## config.mk

```make
export PLATFORM = sky130hd
export DESIGN_NAME = tcp_tx_pkt_ram
export DESIGN_NICKNAME = d
export VERILOG_FILES = /design/src/logic/tcp_tx_pkg.sv /design/src/logic/tcp_tx_pkt_ram.sv
export SDC_FILE = /design/constraint.sdc
export NUM_CORES = 2
export LEC_CHECK = 0
export BUFFER_PORTS_ARGS = -buffer_cell sky130_fd_sc_hd__buf_2
export CORE_MARGIN = 1
export CORE_UTILIZATION = 40
export CTS_BUF_LIST = sky130_fd_sc_hd__clkbuf_2
export CTS_CLUSTER_SIZE = 30
export DETAILED_ROUTE_END_ITERATION = 16
export GPL_ROUTABILITY_DRIVEN = 0
export REMOVE_ABC_BUFFERS = 1
export SLEW_MARGIN = 40
export SYNTH_ARGS = -nofsm -noshare
export SYNTH_HDL_FRONTEND = slang
export SYNTH_SLANG_ARGS = --single-unit
```

## constraint.sdc

```tcl
create_clock -name clk -period 18.2 [get_ports clk]
set_clock_uncertainty 0.2 [all_clocks]
set_input_delay 1.82 -clock clk [delete_from_list [all_inputs] [get_ports clk]]
set_output_delay 1.82 -clock clk [all_outputs]
set_load 0.05 [all_outputs]
```

## src/logic/tcp_tx_pkg.sv

```systemverilog
package tcp_tx_pkg;

  typedef logic [31:0] seq_t;   // tcp sequence / ack number
  typedef logic [15:0] len_t;   // payload length in bytes
  typedef logic [31:0] cks_t;   // unfolded sum of 16-bit big-endian words
  typedef logic [7:0]  byte_t;  // stream byte
  typedef logic [7:0]  tries_t; // retransmission count
  typedef logic [31:0] tick_t;  // retransmit timer

  ////////////////////
  // packet record layout, lsb first
  ////////////////////
  localparam int PKT_PRESENT_W = 1;
  localparam int PKT_START_W   = $bits(seq_t);
  localparam int PKT_STOP_W    = $bits(seq_t);
  localparam int PKT_LEN_W     = $bits(len_t);
  localparam int PKT_CKS_W     = $bits(cks_t);
  localparam int PKT_TRIES_W   = $bits(tries_t);
  localparam int PKT_TIMER_W   = $bits(tick_t);

  localparam int PKT_PRESENT_LSB = 0;                              // record holds a live segment
  localparam int PKT_START_LSB   = PKT_PRESENT_LSB + PKT_PRESENT_W; // first seq of segment
  localparam int PKT_STOP_LSB    = PKT_START_LSB + PKT_START_W;     // expected ack
  localparam int PKT_LEN_LSB     = PKT_STOP_LSB + PKT_STOP_W;
  localparam int PKT_CKS_LSB     = PKT_LEN_LSB + PKT_LEN_W;
  localparam int PKT_TRIES_LSB   = PKT_CKS_LSB + PKT_CKS_W;
  localparam int PKT_TIMER_LSB   = PKT_TRIES_LSB + PKT_TRIES_W;

  localparam int PKT_INFO_W = PKT_TIMER_LSB + PKT_TIMER_W; // 153 bits total

  typedef logic [PKT_INFO_W-1:0] pkt_info_t;

endpackage

```

## src/logic/tcp_tx_pkt_ram.sv

```systemverilog
`timescale 1ns/1ps

module tcp_tx_pkt_ram #(
  parameter int PKT_AW = 3
) (
  input  logic                  clk,
  input  logic [PKT_AW-1:0]     a_addr, // packetizer side
  input  logic                  a_wr,
  input  tcp_tx_pkg::pkt_info_t a_dat,
  output tcp_tx_pkg::pkt_info_t a_q,
  input  logic [PKT_AW-1:0]     b_addr, // scanner side
  input  logic                  b_wr,
  input  tcp_tx_pkg::pkt_info_t b_dat,
  output tcp_tx_pkg::pkt_info_t b_q
);
  import tcp_tx_pkg::*;

  pkt_info_t mem [2**PKT_AW];

  // port a, read returns old contents on a same-address write
  always @(posedge clk) begin
    if (a_wr) mem[a_addr] <= a_dat;
    a_q <= mem[a_addr];
  end

  // port b
  always @(posedge clk) begin
    if (b_wr) mem[b_addr] <= b_dat;
    b_q <= mem[b_addr];
  end

endmodule

```

# [Word level (Yosys, flattened, before mapping)]
# Memory sizes are Yosys's and may differ from the RTL's. A register that Yosys moved wholly into a read port is not among the register bits.
# Cells that the tools add are included.
[totals] regBits=0 mem_bits_rw=1224 input_bits=315 out_inout_bits=306 elab_cells=5 mem_count=1
[memory_table] name="mem" words=8 width=153 rd=2 rd_clocked_by_memory_dff=2 wr=2 line_no="tcp_tx_pkt_ram.sv:18" text="pkt_info_t mem [2**PKT_AW];"
[classes] n_mux=4
[ops] cell="2-to-1 mux 1 bit" count=4

# [Longest topological paths before layout]
[depth] word_depth=2 mapped_depth=7 mapped_depth_nobuf=3

# [Least setup slack after synthesis]
# Ideal clock, no wire load.
[synth_path] kind="in2reg" startpoint="input a_addr[0]" endpoint="memory mem[5][0] (netlist name), enable pin" setup_time_ps=877 arrival_ps=13484 required_time_ps=17123 path_slack_ps=3640 stages=7 n_path_buf=5 cell_sequence="buf_2 -> buf_2 -> buf_4 -> buf_4 -> buf_2 -> nand3_1 -> o21ai_0"
[synth_rtl] element="start, declared" line_no="tcp_tx_pkt_ram.sv:7" text="input logic [PKT_AW-1:0] a_addr,"
[synth_rtl] element="end, declared" line_no="tcp_tx_pkt_ram.sv:18"

==> metrics.log <==
INFO  metric outcome = complete, no violations
INFO  metric clock_latency_on_the_worst_skew_pair = slightly below 2 ns
INFO  metric detail-route-antenna-nets = 0
INFO  metric finish.instance_area = between 90000 and 100000 um2
INFO  metric hold_ws = 0.248 ns
INFO  metric num_io_pins = 621
INFO  metric antenna_violations_before_repair = 23
INFO  metric buffer_ports.inserted = 620
INFO  metric synth_enable_flop_cells = 1224
INFO  metric synth.largest_area_cell = edfxtp_1
INFO  metric layout.filler_cells = around 17000
INFO  metric leakage_power_of_the_design = between 30 and 40 nW
INFO  metric cts_resized = 0
INFO  metric timing_worst_slew_pin_value = between 1 and 1.5 ns
INFO  metric netlist_instances = 4487
INFO  metric area_share_of_the_largest_cell_type_after_synthesis = 48.3%
INFO  metric via_count = between 40000 and 50000
INFO  metric cts.reportedPaths.clkPinSlew = approximately 0.11 ns
INFO  metric grt_overflow_total = 0
INFO  metric yosys_warnings = 0
INFO  metric most-common-layout-cells = mux2_2 (1334), edfxtp_1 (1224), clkbuf_2 (660)
INFO  metric wl_per_cell = 29.2 um
INFO  metric floorplan.initialDensity = just over 40%
INFO  metric die_height = between 400 and 500 um
INFO  metric min_from = mem[2][41]$_DFFE_PP_
INFO  metric ys_seq_area_share = a little under three fifths
INFO  metric unrepaired_setup_endpoints_after_global_routing = false
INFO  metric cts-htree-levels = 5
INFO  metric floorplan.die.width = 438 um
INFO  metric dp_slack = roughly 12 ns
INFO  metric die_footprint = around 190000 um2
INFO  metric clkSinkCount = ~1500
INFO  metric timing.final.setup_violations = 0
INFO  metric critical-path-top-cell-by-count = buf_4
INFO  metric number_of_buffers_added_by_the_clock_tree_synthesis_step = about 420
INFO  metric cts_tree = yes
INFO  metric cts-root-to-sink-buffers = 4
INFO  metric placeable_area = around 190000 um2
INFO  metric worst_r2r_endpoint = b_q[118]$_DFF_P_
INFO  metric drtPass1Iterations = 7
INFO  metric setup.reg_to_reg.worst_slack = 16.56 ns
INFO  metric rows = about 160
INFO  metric worst_r2r_path_depth = 2
INFO  metric grt_start_max_net_pins = around 120
INFO  metric min_path_type = flop to flop
INFO  metric min_period = a little over 5 ns
INFO  metric power.total = 8.17 mW
INFO  metric design.final.nets = just over 6000
INFO  metric postSynthRegisterBits = between 1500 and 2000
INFO  metric final_hold_viol_count = 0
INFO  metric drt_iter0_markers = between 3000 and 4000
INFO  metric synth.avg_cell_area = around 17 um2
INFO  metric cp_cell_sequence = dlygate4sd3_1 -> buf_8 -> nand4b_1 -> buf_4 -> o21ai_4 -> buf_4 -> buf_12 -> buf_16 -> buf_4
INFO  metric cp_slowest_stage_delay = approximately 0.75 ns
INFO  metric crit_path_top_delay_cell = buf_4
INFO  metric post_route_worst_setup_slack = approximately 13 ns
INFO  metric critPathCaptureType = flop
INFO  metric wl = about 250000 um
INFO  metric detailed_place.area = between 80000 and 90000 um2
INFO  metric register_area = about 43000 um2
INFO  metric synth_async_sr_flop_share = 0%
INFO  metric area_delta_synth_final = 18.7%
INFO  metric max_clock_freq = between 0.15 and 0.2 GHz
INFO  metric slew_headroom = 13.9%
INFO  metric synth_area_leaders = edfxtp_1 (48%), mux2_2 (20%), mux4_2 (13%)
INFO  metric synth_cell_types = 39
INFO  metric max_cap_viol_count = 0
INFO  metric worstHoldPathCells = 1
INFO  metric clock_tree.root_cell = clkbuf_2
INFO  metric detailedPlacementHpwl = 136000 um
INFO  metric post_cts.repair.setup_buffers = 0
INFO  metric grt_util_all_layers = about a quarter
INFO  metric slew_violations = 0
INFO  metric timing.critical_path.fanout_max = between 60 and 70
INFO  metric vias_per_cell = about 5.7
INFO  metric vdd_ir_drop_max = 0.0591 mV
INFO  metric regToRegStartpoint = mem[4][118]$_DFFE_PP_
INFO  metric critical_path.startpoint_type = input pin
INFO  metric hold_end = a_q[41]$_DFF_P_
INFO  metric fin_util = ~48%
INFO  metric arrival = 6.41 ns
INFO  metric critical_path_type = input pin to flop
INFO  metric multi_input_area = 31300 um2
INFO  metric vias_in_the_first_global_route = 52300
INFO  metric post-route-period-util = 28.6%
INFO  metric final_common_cell = mux2_2
INFO  metric post_route_cells_drive_above_1_share = a little over half
INFO  metric critPathRequiredTime = just under 20 ns
INFO  metric pwr_density_cell = between 90 and 100 nW/um2
INFO  metric detailed_route_drc_error_count = 0
INFO  metric grt_first_pass_wirelength = around 360000 um
INFO  metric syn-cell-area = between 70000 and 80000 um2
INFO  metric yosys_most_used_dff = edfxtp_1
## metal layers
layer | global-route usage [%] | vias up | part of all wire (%)
met4 | 10.4 | 6 | 3.7
met5 | 0 | - | 0.015
met1 | 32.8 | 25600 | 41
li1 | - | 21200 | -
met2 | 43.0 | 2002 | 49
met3 | 4.51 | 526 | 6.3
## where the power goes
| group | internal [mW] | switching (mW) | leakage (nW) | total [mW] |
|---|---|---|---|---|
| Sequential | 4.06 | 0.127 | 13.8 | 4.19 |
| Combinational | 0.582 | 0.874 | 16.0 | 1.46 |
| Clock | 1.01 | 1.51 | 2.99 | 2.53 |
| Total | 5.66 | 2.51 | 32.8 | 8.17 |
## metrics by stage
stage / instances / TNS [ns]
final: 8592 / 0
after detailed placement: 7342 / 0
after global routing: 8589 / 0
after floorplan: 4126 / -2846.96
after global placement: 7331 / 0
after CTS: 8566 / 0
## worst max-delay path: cells and delay by family
kind	cells	cell delay, ns
buffers and inverters	7	3.31
AO/OA/AOI/OAI	1	0.13
AND/OR/NAND/NOR	1	0.69
## worst max-delay path by stage
| stage | from | end | slack (ns) | cells past startpoint |
|---|---|---|---|---|
| global placement | b_addr[2] | mem[6][16]$_DFFE_PP_ | 11.80 | 7 |
| finish | b_addr[0] | mem[6][72]$_DFFE_PP_ | 13.00 | 9 |
| detailed placement | b_addr[2] | mem[6][124]$_DFFE_PP_ | 11.66 | 7 |
| global route | b_addr[0] | mem[6][72]$_DFFE_PP_ | 13.06 | 9 |
| CTS | a_q[117]$_DFF_P_ | a_q[117] | 13.13 | 1 |
| floorplan | b_wr | mem[5][0]$_DFFE_PP_ | -4.78 | 2 |
## synthesized netlist by cell type, types with 9 or more instances
library cell	instances
buf_4	57
dfxtp_1	306
mux2i_1	236
clkbuf_1	74
a32oi_1	18
mux2_1	62
a211o_1	18
a21oi_1	13
o22ai_1	71
a221o_1	71
nand2_1	188
buf_6	31
edfxtp_1	1224
buf_1	9
buf_2	190
mux4_2	430
a22oi_1	18
o2bb2ai_1	71
o211ai_1	18
mux2_2	1334
## flip-flops by register name (all words and copies together), names as in the netlist
name	count
b_q	153
mem	1224
a_q	153
## logic make-up (layout without fill, tap and decap cells)
| kind of cell | after synthesis | after routing | share of synthesized area, % |
|---|---|---|---|
| simple gates | 215 | 215 | 1.14 |
| buf+inv | 364 | 1953 | 2.69 |
| other cells | 0 | 21 | 0 |
| mux | 2062 | 2062 | 36.5 |
| flops | 1530 | 1530 | 56.3 |
| compound gates | 316 | 316 | 3.36 |
## area by class of cell
| type | count | share of cell area, % |
|---|---|---|
| antenna | 21 | 0.0582 |
| inverter | 3 | 0.0166 |
| clock buffer | 660 | 3.66 |
| clock inverter | 105 | 0.582 |
| tap | 2495 | 3.46 |
| sequential | 1530 | 47.5 |
| multi-input combinational | 2593 | 34.7 |
| timing repair buffer | 1185 | 10.1 |
## what timing repair did
action | 4_1_cts | 5_1_grt
endpoints found under the setup margin | 0 | 0
hold buffers | 459 | 0
endpoints found under the hold margin | 1208 | 0
No activity file was read; power rests on OpenSTA's default activity.
