$ cat config.mk
export PLATFORM = sky130hd
export DESIGN_NAME = tcp_tx_packetizer
export DESIGN_NICKNAME = d
export VERILOG_FILES = /design/src/logic/tcp_tx_pkg.sv /design/src/logic/tcp_tx_packetizer.sv
export SDC_FILE = /design/constraint.sdc
export NUM_CORES = 1
export LEC_CHECK = 0
export BUFFER_PORTS_ARGS = -buffer_cell sky130_fd_sc_hd__buf_4
export CORE_MARGIN = 1
export CORE_UTILIZATION = 48
export CTS_CLUSTER_DIAMETER = 80
export DETAILED_ROUTE_END_ITERATION = 8
export MAX_ROUTING_LAYER = met4
export PLACE_DENSITY = 0.75
export SYNTH_ARGS = -nofsm -noshare
export SYNTH_HDL_FRONTEND = slang
export SYNTH_SLANG_ARGS = --single-unit
$ cat constraint.sdc
create_clock -name clk -period 6.3 [get_ports clk]
set_input_delay 0.63 -clock clk [delete_from_list [all_inputs] [get_ports clk]]
set_output_delay 0.63 -clock clk [all_outputs]
set_load 0.02 [all_outputs]
$ cat src/logic/tcp_tx_pkg.sv
package tcp_tx_pkg;

  typedef logic [31:0] seq_t;   // tcp sequence / ack number
  typedef logic [15:0] len_t;   // payload length in bytes
  typedef logic [31:0] cks_t;   // unfolded sum of 16-bit big-endian words
  typedef logic [7:0]  byte_t;  // stream byte
  typedef logic [7:0]  tries_t; // retransmission count
  typedef logic [31:0] tick_t;  // retransmit timer

  ////////////////////
  // packet record layout, lsb first
  ////////////////////
  localparam int PKT_PRESENT_W = 1;
  localparam int PKT_START_W   = $bits(seq_t);
  localparam int PKT_STOP_W    = $bits(seq_t);
  localparam int PKT_LEN_W     = $bits(len_t);
  localparam int PKT_CKS_W     = $bits(cks_t);
  localparam int PKT_TRIES_W   = $bits(tries_t);
  localparam int PKT_TIMER_W   = $bits(tick_t);

  localparam int PKT_PRESENT_LSB = 0;                              // record holds a live segment
  localparam int PKT_START_LSB   = PKT_PRESENT_LSB + PKT_PRESENT_W; // first seq of segment
  localparam int PKT_STOP_LSB    = PKT_START_LSB + PKT_START_W;     // expected ack
  localparam int PKT_LEN_LSB     = PKT_STOP_LSB + PKT_STOP_W;
  localparam int PKT_CKS_LSB     = PKT_LEN_LSB + PKT_LEN_W;
  localparam int PKT_TRIES_LSB   = PKT_CKS_LSB + PKT_CKS_W;
  localparam int PKT_TIMER_LSB   = PKT_TRIES_LSB + PKT_TRIES_W;

  localparam int PKT_INFO_W = PKT_TIMER_LSB + PKT_TIMER_W; // 153 bits total

  typedef logic [PKT_INFO_W-1:0] pkt_info_t;

endpackage

$ cat src/logic/tcp_tx_packetizer.sv
`timescale 1ns/1ps

module tcp_tx_packetizer #(
  parameter int MTU_PLD    = 1460,
  parameter int WAIT_TICKS = 20,
  parameter int RETX_TICKS = 1000,
  parameter int PKT_AW     = 3
) (
  input  logic                  clk,
  input  logic                  reset,
  input  logic                  init,
  input  tcp_tx_pkg::seq_t      init_seq,
  input  logic                  connected,
  input  logic                  flush,
  input  tcp_tx_pkg::byte_t     in_dat,
  input  logic                  in_val,
  input  logic                  in_snd,
  output logic                  in_cts,
  input  logic                  buf_full,
  input  logic [PKT_AW:0]       pop_cnt,
  output tcp_tx_pkg::seq_t      loc_seq,
  output logic                  rec_wr,
  output logic [PKT_AW-1:0]     rec_addr,
  output tcp_tx_pkg::pkt_info_t rec_dat,
  output logic                  busy
);
  import tcp_tx_pkg::*;

  typedef enum logic {idle_s, pend_s} state_t;

  state_t                          state;
  logic [PKT_AW:0]                 push_ptr;
  logic [PKT_AW:0]                 rec_used; // stored records plus the one forming
  logic                            accept, load_pend;
  len_t                            ctr;      // bytes in current segment
  logic [$clog2(WAIT_TICKS+1)-1:0] idle_cnt;
  cks_t                            cks;
  byte_t                           hold;     // high byte of an unfinished word
  seq_t                            start_seq;

  assign rec_used  = push_ptr - pop_cnt + 1'b1;
  assign accept    = in_val && in_cts;
  assign load_pend = (state == pend_s) &&
                     (idle_cnt == WAIT_TICKS || ctr == MTU_PLD || buf_full || in_snd);
  // hold the user off while a segment closes so the record sees a stable loc_seq
  assign in_cts    = connected && !rec_used[PKT_AW] && !buf_full && !load_pend;
  assign busy      = load_pend || rec_wr; // scanner keeps off port b meanwhile
  assign rec_addr  = push_ptr[PKT_AW-1:0];

  always_ff @(posedge clk) begin
    if (reset) loc_seq <= '0;
    else if (init) loc_seq <= init_seq; // start of connection
    else if (accept) loc_seq <= loc_seq + 1'b1;
  end

  ////////////////////
  // segment fsm
  ////////////////////
  always_ff @(posedge clk) begin
    if (reset || init) begin
      state    <= idle_s;
      push_ptr <= '0;
      rec_wr   <= 1'b0;
      ctr      <= '0;
      idle_cnt <= '0;
    end else begin
      rec_wr <= load_pend && !flush; // record lands 1 cycle after the load condition
      if (rec_wr) push_ptr <= push_ptr + 1'b1;
      case (state)
        idle_s: begin
          if (accept) begin
            ctr      <= len_t'(1);
            idle_cnt <= '0;
            state    <= pend_s;
          end
        end
        pend_s: begin
          if (accept) ctr <= ctr + 1'b1;
          idle_cnt <= accept ? '0 : idle_cnt + 1'b1; // restart timeout on every byte
          if (load_pend) state <= idle_s;
        end
        default: state <= idle_s;
      endcase
    end
  end

  // checksum and record payload
  always_ff @(posedge clk) begin
    if (accept) begin
      hold <= in_dat;
      if (state == idle_s) begin
        start_seq <= loc_seq; // first byte of a new segment
        cks       <= '0;
      end else if (ctr[0]) begin
        cks <= cks + cks_t'({hold, in_dat}); // word complete
      end
    end
    if (load_pend) begin
      rec_dat[PKT_PRESENT_LSB]              <= 1'b1;
      rec_dat[PKT_START_LSB +: PKT_START_W] <= start_seq;
      rec_dat[PKT_STOP_LSB +: PKT_STOP_W]   <= loc_seq; // expected ack
      rec_dat[PKT_LEN_LSB +: PKT_LEN_W]     <= ctr;
      rec_dat[PKT_CKS_LSB +: PKT_CKS_W]     <= ctr[0] ? cks + cks_t'({hold, 8'h00}) : cks;
      rec_dat[PKT_TRIES_LSB +: PKT_TRIES_W] <= '0;
      rec_dat[PKT_TIMER_LSB +: PKT_TIMER_W] <= tick_t'(RETX_TICKS); // first visit sends it
    end
  end

endmodule

# == Word level (Yosys, flattened, before mapping) ==
# Cells that the tools add are included.
# totals
reg_bits,243
mem_bits_rw,0
latchBits,0
n_memories,0
output_inout_bits,191
romBits,0
# classes
eq_ne,5
shifts,0
bitwise_logic,1
order_cmp,0
n_reduce_logical,19
mul,0
muxes,13
div,0
add_sub_neg,8
# op_table
operator,count
two-way mux 32 bit,4
adder 32 x 16 -> 32 bit,2
adder 32 x 1 -> 32 bit (second input constant),1
two-way mux 16 bit,2
case mux 16 bit (2 select lines),1
adder 16 x 1 -> 16 bit (second input constant),1
equality test 16 x 11 -> 1 bit (second input constant),1
two-way mux 5 bit,2
case mux 5 bit (2 select lines),1
adder 4 x 1 -> 4 bit (second input constant),2
logical AND 1 bit,6
AND reduction 2 bit,3
adder 5 x 1 -> 5 bit (second input constant),1
equality test 5 bit (second input constant),1
logical OR 1 bit,5
logical NOT 1 bit,4
inequality test 2 x 1 -> 1 bit (second input constant),2
subtractor 4 bit,1
two-way mux 1 bit,2
inequality test 2 bit (second input constant),1
case mux 1 bit (2 select lines),1
nonzero test 2 bit,1
NOT 1 bit,1

# == Logic depth before layout (Yosys ltp) ==
# Gate-level depths: netlist of the first run.
# logic_depth
word_depth,10
mapped_depth,12
depth_no_buf,12

# == Least setup slack after synthesis of the first run ==
# Ideal clock, no wire load.
# synth_timing
path_kind,reg-to-reg
startpoint,register idle_cnt[0]
endpoint,register cks[0] (enable)
stages_incl_launch_ff,9
path_slack_ps,221
arrival_time_ps,5647
n_path_buf,0
synth_period_minus_slack_ps,6079
t_required_ps,5868
path_cell_list,dfxtp_1 > inv_1 > ha_1 > and4b_4 > o31ai_1 > nand2_1 > nor2_1 > nand3_1 > a21oi_1
# synth_via
elab_chain_len,9
# synth_lines
item,line,text
"start, declared",tcp_tx_packetizer.sv:36,logic [$clog2(WAIT_TICKS+1)-1:0] idle_cnt;
"start signal, assigned",tcp_tx_packetizer.sv:79,idle_cnt <= accept ? '0 : idle_cnt + 1'b1;
equality test 5 bit,tcp_tx_packetizer.sv:44,(idle_cnt == WAIT_TICKS || ctr == MTU_PLD || buf_full || in_snd);
logical OR 1 bit (3 in a row),tcp_tx_packetizer.sv:44,
logical AND 1 bit,tcp_tx_packetizer.sv:43,assign load_pend = (state == pend_s) &&
named net load_pend,tcp_tx_packetizer.sv:34,"logic accept, load_pend;"
logical NOT 1 bit,tcp_tx_packetizer.sv:46,assign in_cts = connected && !rec_used[PKT_AW] && !buf_full && !load_pend;
logical AND 1 bit,tcp_tx_packetizer.sv:46,
logical AND 1 bit,tcp_tx_packetizer.sv:42,assign accept = in_val && in_cts;
AND reduction 2 bit (no line),--,
"end signal, assigned",tcp_tx_packetizer.sv:95,"cks <= cks + cks_t'({hold, in_dat});"
"end, declared",tcp_tx_packetizer.sv:37,cks_t cks;
# The timed path passes the listed nets, and every way through them passes these cells.
# A chain may end at the register's enable or synchronous reset.

# == Worst setup path after layout of the first run ==
# layout_timing
startpoint,register ctr[0]
endpoint,output in_cts
# layout_via
elab_chain_len,7
# layout_lines
item,line,text
"start, declared",tcp_tx_packetizer.sv:35,len_t ctr;
"start signal, assigned",tcp_tx_packetizer.sv:72,ctr <= len_t'(1);
"start signal, assigned",tcp_tx_packetizer.sv:78,if (accept) ctr <= ctr + 1'b1;
equality test 16 x 11 -> 1 bit,tcp_tx_packetizer.sv:44,
logical OR 1 bit (3 in a row),tcp_tx_packetizer.sv:44,
logical AND 1 bit,tcp_tx_packetizer.sv:43,
named net load_pend,tcp_tx_packetizer.sv:34,
logical NOT 1 bit,tcp_tx_packetizer.sv:46,
logical AND 1 bit,tcp_tx_packetizer.sv:46,
"end, declared",tcp_tx_packetizer.sv:18,"output logic in_cts,"
# The timed path passes the listed nets, and every way through them passes these cells.

==> results of run 1 <==
==> cells by family (layout without fill, tap and decap cells) <==
logic type / count (synthesis) / count (layout)
AO/OA/AOI/OAI: 112 / 112
multiplexers: 14 / 14
AND/OR/NAND/NOR: 299 / 299
flip-flops: 243 / 243
adder cells (fa/ha/maj): 27 / 27
buffers and inverters: 101 / 277
other: 2 / 41
XOR/XNOR: 93 / 93
==> layer usage <==
layer  wire length [um]  part of all wire (%)
met1              10400                    43
met3               1830                   7.6
met5                  0                     0
met4                445                   1.8
met2              11500                    48
==> final cells by class <==
cell class              instances  area, um2  area share (%)
inverters                      27        101           0.764
repair buffers                205       1540            11.6
flip-flops and latches        243       6710            50.6
multi-input cells             586       3780            28.5
clock inverters                16        143            1.08
well taps                     280        350            2.64
clock buffers                  29        641            4.83
==> stage by stage <==
stage                     setup slack, ns  cells  hold slack, ns
final                                2.30   1386           0.299
after floorplan                     0.221    930           0.400
after CTS                            2.24   1386           0.288
after global placement               2.40   1341           0.400
after global routing                 1.90   1386           0.291
after detailed placement             2.27   1341           0.405
==> power breakdown <==
part | leakage [nW] | switching, mW | internal [mW]
Clock | 0.391 | 0.591 | 0.814
Combinational | 2.41 | 0.141 | 0.0895
Sequential | 2.21 | 0.0353 | 1.75
==> state kept, by name (all words and copies together), names as in the netlist, 4 cells and up <==
name,count
start_seq,32
ctr,16
push_ptr,4
loc_seq,32
hold,8
idle_cnt,5
rec_dat,112
cks,32
==> path summary, 6_finish.rpt <==
check,start,slack [ns],cells after the start,end
hold reg to reg,start_seq[8]$_DFFE_PP_,0.42,0,rec_dat[9]$_DFFE_PP_
hold / removal,flush,0.30,2,rec_wr$_SDFF_PP0_
setup / recovery,ctr[0]$_SDFFE_PP0P_,2.30,9,in_cts
setup reg to reg,ctr[0]$_SDFFE_PP0P_,2.31,8,start_seq[25]$_DFFE_PP_
==> placed cells by master, fill, tap and decap left out, types with 22 or more instances in the layout <==
cell / synthesis / layout
clkbuf_16: 0 / 25
buf_4: 44 / 205
nand2_1: 69 / 68
ha_1: 25 / 25
nor2_1: 98 / 97
a211oi_1: 22 / 22
nand4_1: 26 / 26
xnor2_1: 45 / 45
conb_1: 2 / 41
edfxtp_1: 184 / 184
dfxtp_1: 59 / 59
a21oi_1: 25 / 24
xor2_1: 46 / 46
inv_1: 24 / 24
==> results.md, run 1 <==
* Post-synth top area share at 50.7%
* Final Wtd Congestion at 0.844
* Register bit total from synthesis at between 200 and 250
* Top FF cell, synth: edfxtp_1
* First-pass GRT wire length at between 30000 and 40000 um
* Most instantiated cells after synthesis: edfxtp_1, nor2_1, nand2_1
* CP Buf/Inv Count at 3
* Area delta synth->final at 21.6%
* DP HPWL at 17300 um
* Max-cap violations at 0
* Initial antenna violation count at 0
* Core area at 0.0220 mm2
* Ranking of synthesized cells by area: edfxtp_1, dfxtp_1, xor2_1, xnor2_1, nor2_1
* Post-synth EDFFs at 184
* Clock Skew at 0.0155 ns
* GRT overflow at 0
* Synth Instances at 891
* CP Max Fanout at 61
* Syn avg cell area at around 12 um2
* Multiplexer area fraction after synthesis at 1.37%
* PortBufs at 201
* Die ar. at 0.0233 mm2
* Hold crit path type: in -> reg
* Peak VDD IR at 0.125 mV
* Distinct cells, synth at 67
* # rows at 54
* Number of fill cells at 1746
* Compound-Gate Fraction of Synth Area at 7.11%
* Antenna cell count at 0
* Hold Vio Cnt, Final at 0
* GRT Util Overall at 20.8%
* Critical path's largest stage delay at 0.70 ns
* Clk_lat worst skew at 0.51 ns
* Tot Pwr at 3.42 mW
* Status: finished, violations left
* Final worst path period need at about 4 ns
* # Post-CTS Setup Buffers at 0
* Violated checks: design-rule violations
* TritonRoute pass-1 iters at 9
* Pwr dens at 258 mW/mm2
* Async SR Flop Fraction at 0%
* Top delay family on crit path: simple AND/OR/NAND/NOR gates
* Actual slew at the worst max-slew pin at 1.11 ns
* Crit-path slowest cell: dfxtp_1
* Wire length per cell at 17.5 um
* Met1 Use GR at 27.9%
* Final wirelength at ~24000 um
* I/O pin count at 243
* CP Cell Sequence: inv_1 -> ha_1 -> and4bb_1 -> nand4b_1 -> nand2_4 -> nor2_1 -> nand2_1 -> inv_1 -> buf_4
* CP endpoint kind: primary output
* Post-DP Area at between 0.01 and 0.015 mm2
* Vias in the first global route at 6772
* Post-synthesis xor/xnor area fraction at 7.71%
* Max H-tree Level at 1
* Crit path top cell by count: inv_1
* GRT Max-Usage Layer: met2
* Top-count cell post-synth: edfxtp_1
* Adder-Cell Fraction of Synth Area at 3.24%
* CTS resizes at 0
* Via count at 7405
* Clk sink count at 243
* Grt met2 use at between 30% and 40%
* Synthesized area at 0.0109 mm2
* TritonCTS clock tree: yes
* Max-slew headroom at 25.5%
* Residual DRC at 20
* Design area at 0.0133 mm2
* Fin crit share at between 60% and 70%
* Area leader, netlist: edfxtp_1
* # setup viols final at 0
* Die Height at between 150 and 200 um
* CTS clk-pin slew, worst paths at 0.06 ns
* Starting Density at 49.5%
* Cts hold-fix bufs at 0
* Post-synthesis simple-gate area fraction at 13.6%
* WS Path Type: reg -> out
* Critical Path AT at ~3.4 ns
* Post-DRT Antenna Nets at 0
* Sum of negative setup slack at 0 ns
* Fmax at 0.250 GHz
* GRT met3 Usage at ~2.8%
* Setup crit start kind: register
* Routed vias/inst at approximately 5.3
* Clock root buffer master: clkbuf_16
* RSZ-0062 raised after global routing: no
* Cts bufs inserted at 25
* Sequential fraction of the synthesis area at 61.5%
* Nets at 1167
* Fin util at 60.2%
* Final Max Tran Viols at 0
* Largest family of logic cells by synthesized area: simple AND/OR/NAND/NOR gates
* DRT iter0 DRCs at roughly 470
* Pleak at 5.01 nW
* Largest net degree at the start of global routing at 62
* CTS Buffer Depth at 3
* Die span in x at between 150 and 200 um
* Required time worst endpoint at 5.67 ns
* Yosys Warn Count at 0
* Layout cells sized above 1 at 25.0%
No activity file was read; power rests on OpenSTA's default activity.
==> inputs of run 2 (changes only) <==
==> constraint.sdc (replaced) <==
create_clock -name clk -period 3.5 [get_ports clk]
set_input_delay 0.35 -clock clk [delete_from_list [all_inputs] [get_ports clk]]
set_output_delay 0.35 -clock clk [all_outputs]
set_load 0.02 [all_outputs]
==> results.md, run 2 (synthesis gave the netlist of run 1 again) <==
* Sum of negative setup slack at 0 ns (unchanged)
* GRT overflow at 0 (unchanged)
* Final Wtd Congestion at 0.858 (was 0.844)
* Nets at 1180 (was 1167)
* Design area at 0.0135 mm2 (was 0.0133 mm2)
* Largest reg by FF count: rec_dat (unchanged)
* Final worst path period need at 2.99 ns
* Clk sink count at 243 (unchanged)
* TritonRoute pass-1 iters at 9 (unchanged)
* Peak VDD IR at 0.320 mV (was 0.125 mV)
* Violated checks: design-rule violations (unchanged)
* Max-cap violations at 0 (unchanged)
* TritonCTS clock tree: yes (unchanged)
* Die span in x at 153 um (unchanged)
* Die ar. at 0.0233 mm2 (unchanged)
* Clk_lat worst skew at 0.52 ns (was 0.51 ns)
* Status: finished, violations left (unchanged)
* Antenna cell count at 0 (unchanged)
* WS Path Type: reg -> out (unchanged)
* Most common cell after layout, fill and taps aside: buf_4 (unchanged)
* First-pass GRT wire length at 39400 um (was 37100 um)
* Critical Path AT at 2.64 ns (was 3.37 ns)
* Core area at 0.0220 mm2 (unchanged)
* # Post-CTS Setup Buffers at 0 (unchanged)
* Required time worst endpoint at 3.15 ns (was 5.67 ns)
* RSZ-0062 raised after global routing: no (unchanged)
* Cts hold-fix bufs at 1 (was 0)
* Most frequent cells in the layout: buf_4, edfxtp_1, nor2_1 (unchanged)
* Residual DRC at 22 (was 20)
* CTS clk-pin slew, worst paths at 0.06 ns (about the same)
* Final wirelength at 25100 um (was 24200 um)
* Fin crit share at 85.5%
* CP endpoint kind: primary output (unchanged)
* Area delta synth->final at 23.6% (was 21.6%)
* Layout cells sized above 1 at 25.9% (was 25.0%)
* Pwr dens at 470 mW/mm2 (was 258 mW/mm2)
* # setup viols final at 0 (unchanged)
* Wire length per cell at 17.9 um (was 17.5 um)
* Vias in the first global route at 7228 (was 6772)
* Register area at 0.00671 mm2 (unchanged)
* Final Max Tran Viols at 0 (unchanged)
* Initial antenna violation count at 0 (unchanged)
* Cts bufs inserted at 26 (was 25)
* DRT iter0 DRCs at 543 (was 465)
* Hold crit path type: in -> reg (unchanged)
* Routed vias/inst at 5.34 (about the same)
* CTS Buffer Depth at 3 (unchanged)
* DP HPWL at 17500 um (was 17300 um)
* Largest register FFs at 112 (unchanged)
* I/O pin count at 243 (unchanged)
* GRT Util Overall at 21.9% (was 20.8%)
* Pleak at 5.11 nW (was 5.01 nW)
* Actual slew at the worst max-slew pin at 0.747 ns (was 1.11 ns)
* Fin util at 61.1% (was 60.2%)
* # rows at 54 (unchanged)
* Hold Vio Cnt, Final at 0 (unchanged)
* Die Height at 153 um (unchanged)
* Post-DRT Antenna Nets at 0 (unchanged)
* Multi-input logic area at 0.00380 mm2 (was 0.00378 mm2)
* Number of fill cells at 1758 (was 1746)
* Fmax at 0.334 GHz
* CP Max Fanout at 33 (was 61)
* Largest net degree at the start of global routing at 46 (was 62)
* Max H-tree Level at 1 (unchanged)
* Post-DP Area at 0.0126 mm2 (was 0.0125 mm2)
* Via count at 7488 (was 7405)
* Setup crit start kind: register (unchanged)
* PortBufs at 201 (unchanged)
* Clock Skew at 0.00573 ns (was 0.0155 ns)
* CTS resizes at 0 (unchanged)
* Max-slew headroom at 49.8% (was 25.5%)
* Clock root buffer master: clkbuf_16 (unchanged)
* Starting Density at 49.5% (unchanged)
## run 2: cell count changes in the layout (fill, tap and decap cells not counted), sizes merged
cell	before	now
buf	205	216
clkinv	15	14
inv	25	24
clkbuf	29	34
dlygate4sd3	0	1
## run 2: worst max-delay path, stage by stage (launching register included)
cell	delay, ns
dfxtp_1	0.39
inv_1	0.07
ha_1	0.20
and4b_4	0.19
o31ai_2	0.42
nand2_8	0.25
nor2_1	0.24
nand2_1	0.15
inv_1	0.09
buf_4	0.13
## run 2: stage by stage
stage | std cells | setup slack (ns) | hold WS, ns | total power, mW
2_1_floorplan | 930 | 0.216 | 0.400 | 3.55
3_3_place_gp | 1352 | 0.612 | 0.401 | 3.68
3_5_place_dp | 1352 | 0.468 | 0.405 | 3.69
4_1_cts | 1401 | 0.475 | 0.000467 | 6.40
5_1_grt | 1401 | 0.258 | 0.00482 | 6.55
6_report | 1401 | 0.506 | 0.0190 | 6.33
## run 2: layout make-up
class	instances	share of cell area, %
multi-input cells	586	28.2
flip-flops and latches	243	49.8
inverters	27	0.753
repair buffers	217	12.3
clock buffers	34	5.43
well taps	280	2.60
clock inverters	14	0.910
## run 2: layer usage
| metal | global-route usage, % | up-vias | part of all wire (%) |
|---|---|---|---|
| li1 | - | 3569 | - |
| met1 | 28.2 | 3568 | 42 |
| met2 | 35.8 | 302 | 49 |
| met3 | 4.07 | 49 | 7.7 |
| met4 | 5.63 | 0 | 2.0 |
| met5 | - | - | 0 |
## run 2: final timing paths
| check | from | end | slack [ns] | cells past startpoint |
|---|---|---|---|---|
| setup / recovery | idle_cnt[0]$_SDFFE_PP0P_ | in_cts | 0.51 | 9 |
| hold / removal | in_dat[0] | hold[0]$_DFFE_PP_ | 0.02 | 1 |
| setup reg to reg | cks[8]$_SDFFCE_PN0P_ | cks[30]$_SDFFCE_PN0P_ | 0.55 | 11 |
| hold reg to reg | start_seq[5]$_DFFE_PP_ | rec_dat[6]$_DFFE_PP_ | 0.42 | 0 |
## run 2: power by group
| part | leakage (nW) | internal (mW) | total, mW | switching (mW) |
|---|---|---|---|---|
| sequential | 2.21 | 3.14 | 3.21 | 0.0628 |
| clock | 0.424 | 1.61 | 2.70 | 1.09 |
| combinational | 2.48 | 0.168 | 0.428 | 0.259 |
==> inputs of run 3 (changes only) <==
--- a/config.mk
+++ b/config.mk
@@ -7,11 +7,11 @@
 export LEC_CHECK = 0
 export BUFFER_PORTS_ARGS = -buffer_cell sky130_fd_sc_hd__buf_4
 export CORE_MARGIN = 1
-export CORE_UTILIZATION = 48
+export CORE_UTILIZATION = 49
 export CTS_CLUSTER_DIAMETER = 80
 export DETAILED_ROUTE_END_ITERATION = 8
 export MAX_ROUTING_LAYER = met4
-export PLACE_DENSITY = 0.75
+export PLACE_DENSITY = 0.76
 export SYNTH_ARGS = -nofsm -noshare
 export SYNTH_HDL_FRONTEND = slang
 export SYNTH_SLANG_ARGS = --single-unit
==> results.md, run 3 (synthesis gave the netlist of run 1 again) <==
* Status: finished, final reports clean (was finished, violations left)
* Cts hold-fix bufs at 1 (unchanged)
* Required time worst endpoint at 3.65 ns (was 3.15 ns)
* Layout cells sized above 1 at 25.8% (was 25.9%)
* CTS clk-pin slew, worst paths at 0.06 ns (about the same)
* Largest net degree at the start of global routing at 66 (was 46)
* Largest reg by FF count: rec_dat (unchanged)
* Setup crit start kind: register (unchanged)
* Antenna cell count at 0 (unchanged)
* Fmax at 0.334 GHz (about the same)
* Hold Vio Cnt, Final at 0 (unchanged)
* Actual slew at the worst max-slew pin at 0.872 ns (was 0.747 ns)
* Final Max Tran Viols at 0 (unchanged)
* Register area at 0.00671 mm2 (unchanged)
* # setup viols final at 0 (unchanged)
* Fin crit share at 85.5% (about the same)
* PortBufs at 201 (unchanged)
* Met1 Use GR at 28.6% (was 28.2%)
* Starting Density at 49.9% (was 49.5%)
* Wire length per cell at 17.7 um (was 17.9 um)
* CP endpoint kind: register (was primary output)
* DRT iter0 DRCs at 476 (was 543)
* Clk_lat worst skew at 0.52 ns (about the same)
* TritonRoute pass-1 iters at 5 (was 9)
* Number of fill cells at 1694 (was 1758)
* Grt met2 use at 35.1% (was 35.8%)
* Core area at 0.0218 mm2 (was 0.0220 mm2)
* CTS resizes at 0 (unchanged)
* Largest register FFs at 112 (unchanged)
* GRT met3 Usage at 3.77% (was 4.07%)
* # rows at 54 (unchanged)
* GRT Max-Usage Layer: met2 (unchanged)
* Most frequent cells in the layout: buf_4, edfxtp_1, nor2_1 (unchanged)
* Max H-tree Level at 1 (unchanged)
* Sum of negative setup slack at 0 ns (unchanged)
* Multi-input logic area at 0.00380 mm2 (unchanged)
* Final worst path period need at 2.99 ns (about the same)
* Peak VDD IR at 0.276 mV (was 0.320 mV)
* Max-slew headroom at 41.9% (was 49.8%)
* Vias in the first global route at 6914 (was 7228)
* GRT overflow at 0 (unchanged)
* Post-DRT Antenna Nets at 0 (unchanged)
* Area delta synth->final at 24.0% (was 23.6%)
* CP Max Fanout at 32 (was 33)
* Residual DRC at 0 (was 22)
* Cts bufs inserted at 25 (was 26)
* TritonCTS clock tree: yes (unchanged)
* Clock root buffer master: clkbuf_16 (unchanged)
* Pleak at 5.13 nW (was 5.11 nW)
* Via count at 7498 (was 7488)
* I/O pin count at 243 (unchanged)
* Clk sink count at 243 (unchanged)
* CTS Buffer Depth at 3 (unchanged)
* GRT Util Overall at 21.7% (was 21.9%)
* Initial antenna violation count at 0 (unchanged)
* WS Path Type: reg -> reg (was reg -> out)
* Die span in x at 151 um (was 153 um)
* Final wirelength at 24700 um (was 25100 um)
* # Post-CTS Setup Buffers at 0 (unchanged)
* Nets at 1178 (was 1180)
* Final Wtd Congestion at 0.854 (was 0.858)
* Max-cap violations at 0 (unchanged)
* First-pass GRT wire length at 37300 um (was 39400 um)
* Post-DP Area at 0.0126 mm2 (about the same)
* Pwr dens at 488 mW/mm2 (was 470 mW/mm2)
* Hold crit path type: in -> reg (unchanged)
* RSZ-0062 raised after global routing: no (unchanged)
* Die Height at 151 um (was 153 um)
* Routed vias/inst at 5.36 (was 5.34)
* Clock Skew at 0.0189 ns (was 0.00573 ns)
* Design area at 0.0135 mm2 (about the same)
* Critical Path AT at 3.14 ns (was 2.64 ns)
* DP HPWL at 17300 um (was 17500 um)
* Die ar. at 0.0228 mm2 (was 0.0233 mm2)
* Most common cell after layout, fill and taps aside: buf_4 (unchanged)
-- run 3: area by class of cell --
class                   instances  area share [%]
flip-flops and latches        243            49.6
multi-input cells             586            28.1
repair buffers                216            12.1
clock buffers                  27            4.76
well taps                     280            2.59
clock inverters                19            2.04
inverters                      27           0.750
-- run 3: power by group --
group	total, mW	switching (mW)	internal, mW	leakage [nW]
sequential	3.21	0.0632	3.14	2.21
clock	2.96	1.12	1.84	0.452
combinational	0.424	0.257	0.166	2.47
-- run 3: metrics by stage --
step	cells	total power [mW]	setup slack, ns	util (%)	hold slack, ns
global placement	1351	3.67	0.519	57.7	0.400
CTS	1398	6.63	0.480	61.9	0.0110
finish	1398	6.59	0.508	61.9	0.0269
detailed placement	1351	3.69	0.419	57.7	0.405
floorplan	930	3.55	0.216	-	0.400
global route	1398	6.78	0.343	61.9	0.00641
-- run 3: worst paths after layout --
| path | startpoint | endpoint | slack (ns) | depth (start not counted) |
|---|---|---|---|---|
| min | in_dat[6] | hold[6]$_DFFE_PP_ | 0.03 | 1 |
| max | push_ptr[2]$_SDFFE_PP0P_ | start_seq[23]$_DFFE_PP_ | 0.51 | 9 |
| min reg2reg | start_seq[28]$_DFFE_PP_ | rec_dat[29]$_DFFE_PP_ | 0.42 | 0 |
| max reg2reg | push_ptr[2]$_SDFFE_PP0P_ | start_seq[23]$_DFFE_PP_ | 0.51 | 9 |
-- run 3: per-layer routing --
layer | wire length (um) | part of all wire [%]
met1 | 10600 | 43
met2 | 12000 | 48
met3 | 1830 | 7.4
met5 | 0 | 0
met4 | 358 | 1.4
-- run 3: worst max-delay path, stage by stage, from the launching register on --
cell	delay, ns
dfxtp_1	0.40
ha_1	0.27
ha_1	0.31
a31oi_2	0.35
xnor2_4	0.20
nor2_1	0.22
nand3_1	0.15
buf_4	0.22
nor2_4	0.07
buf_4	0.41
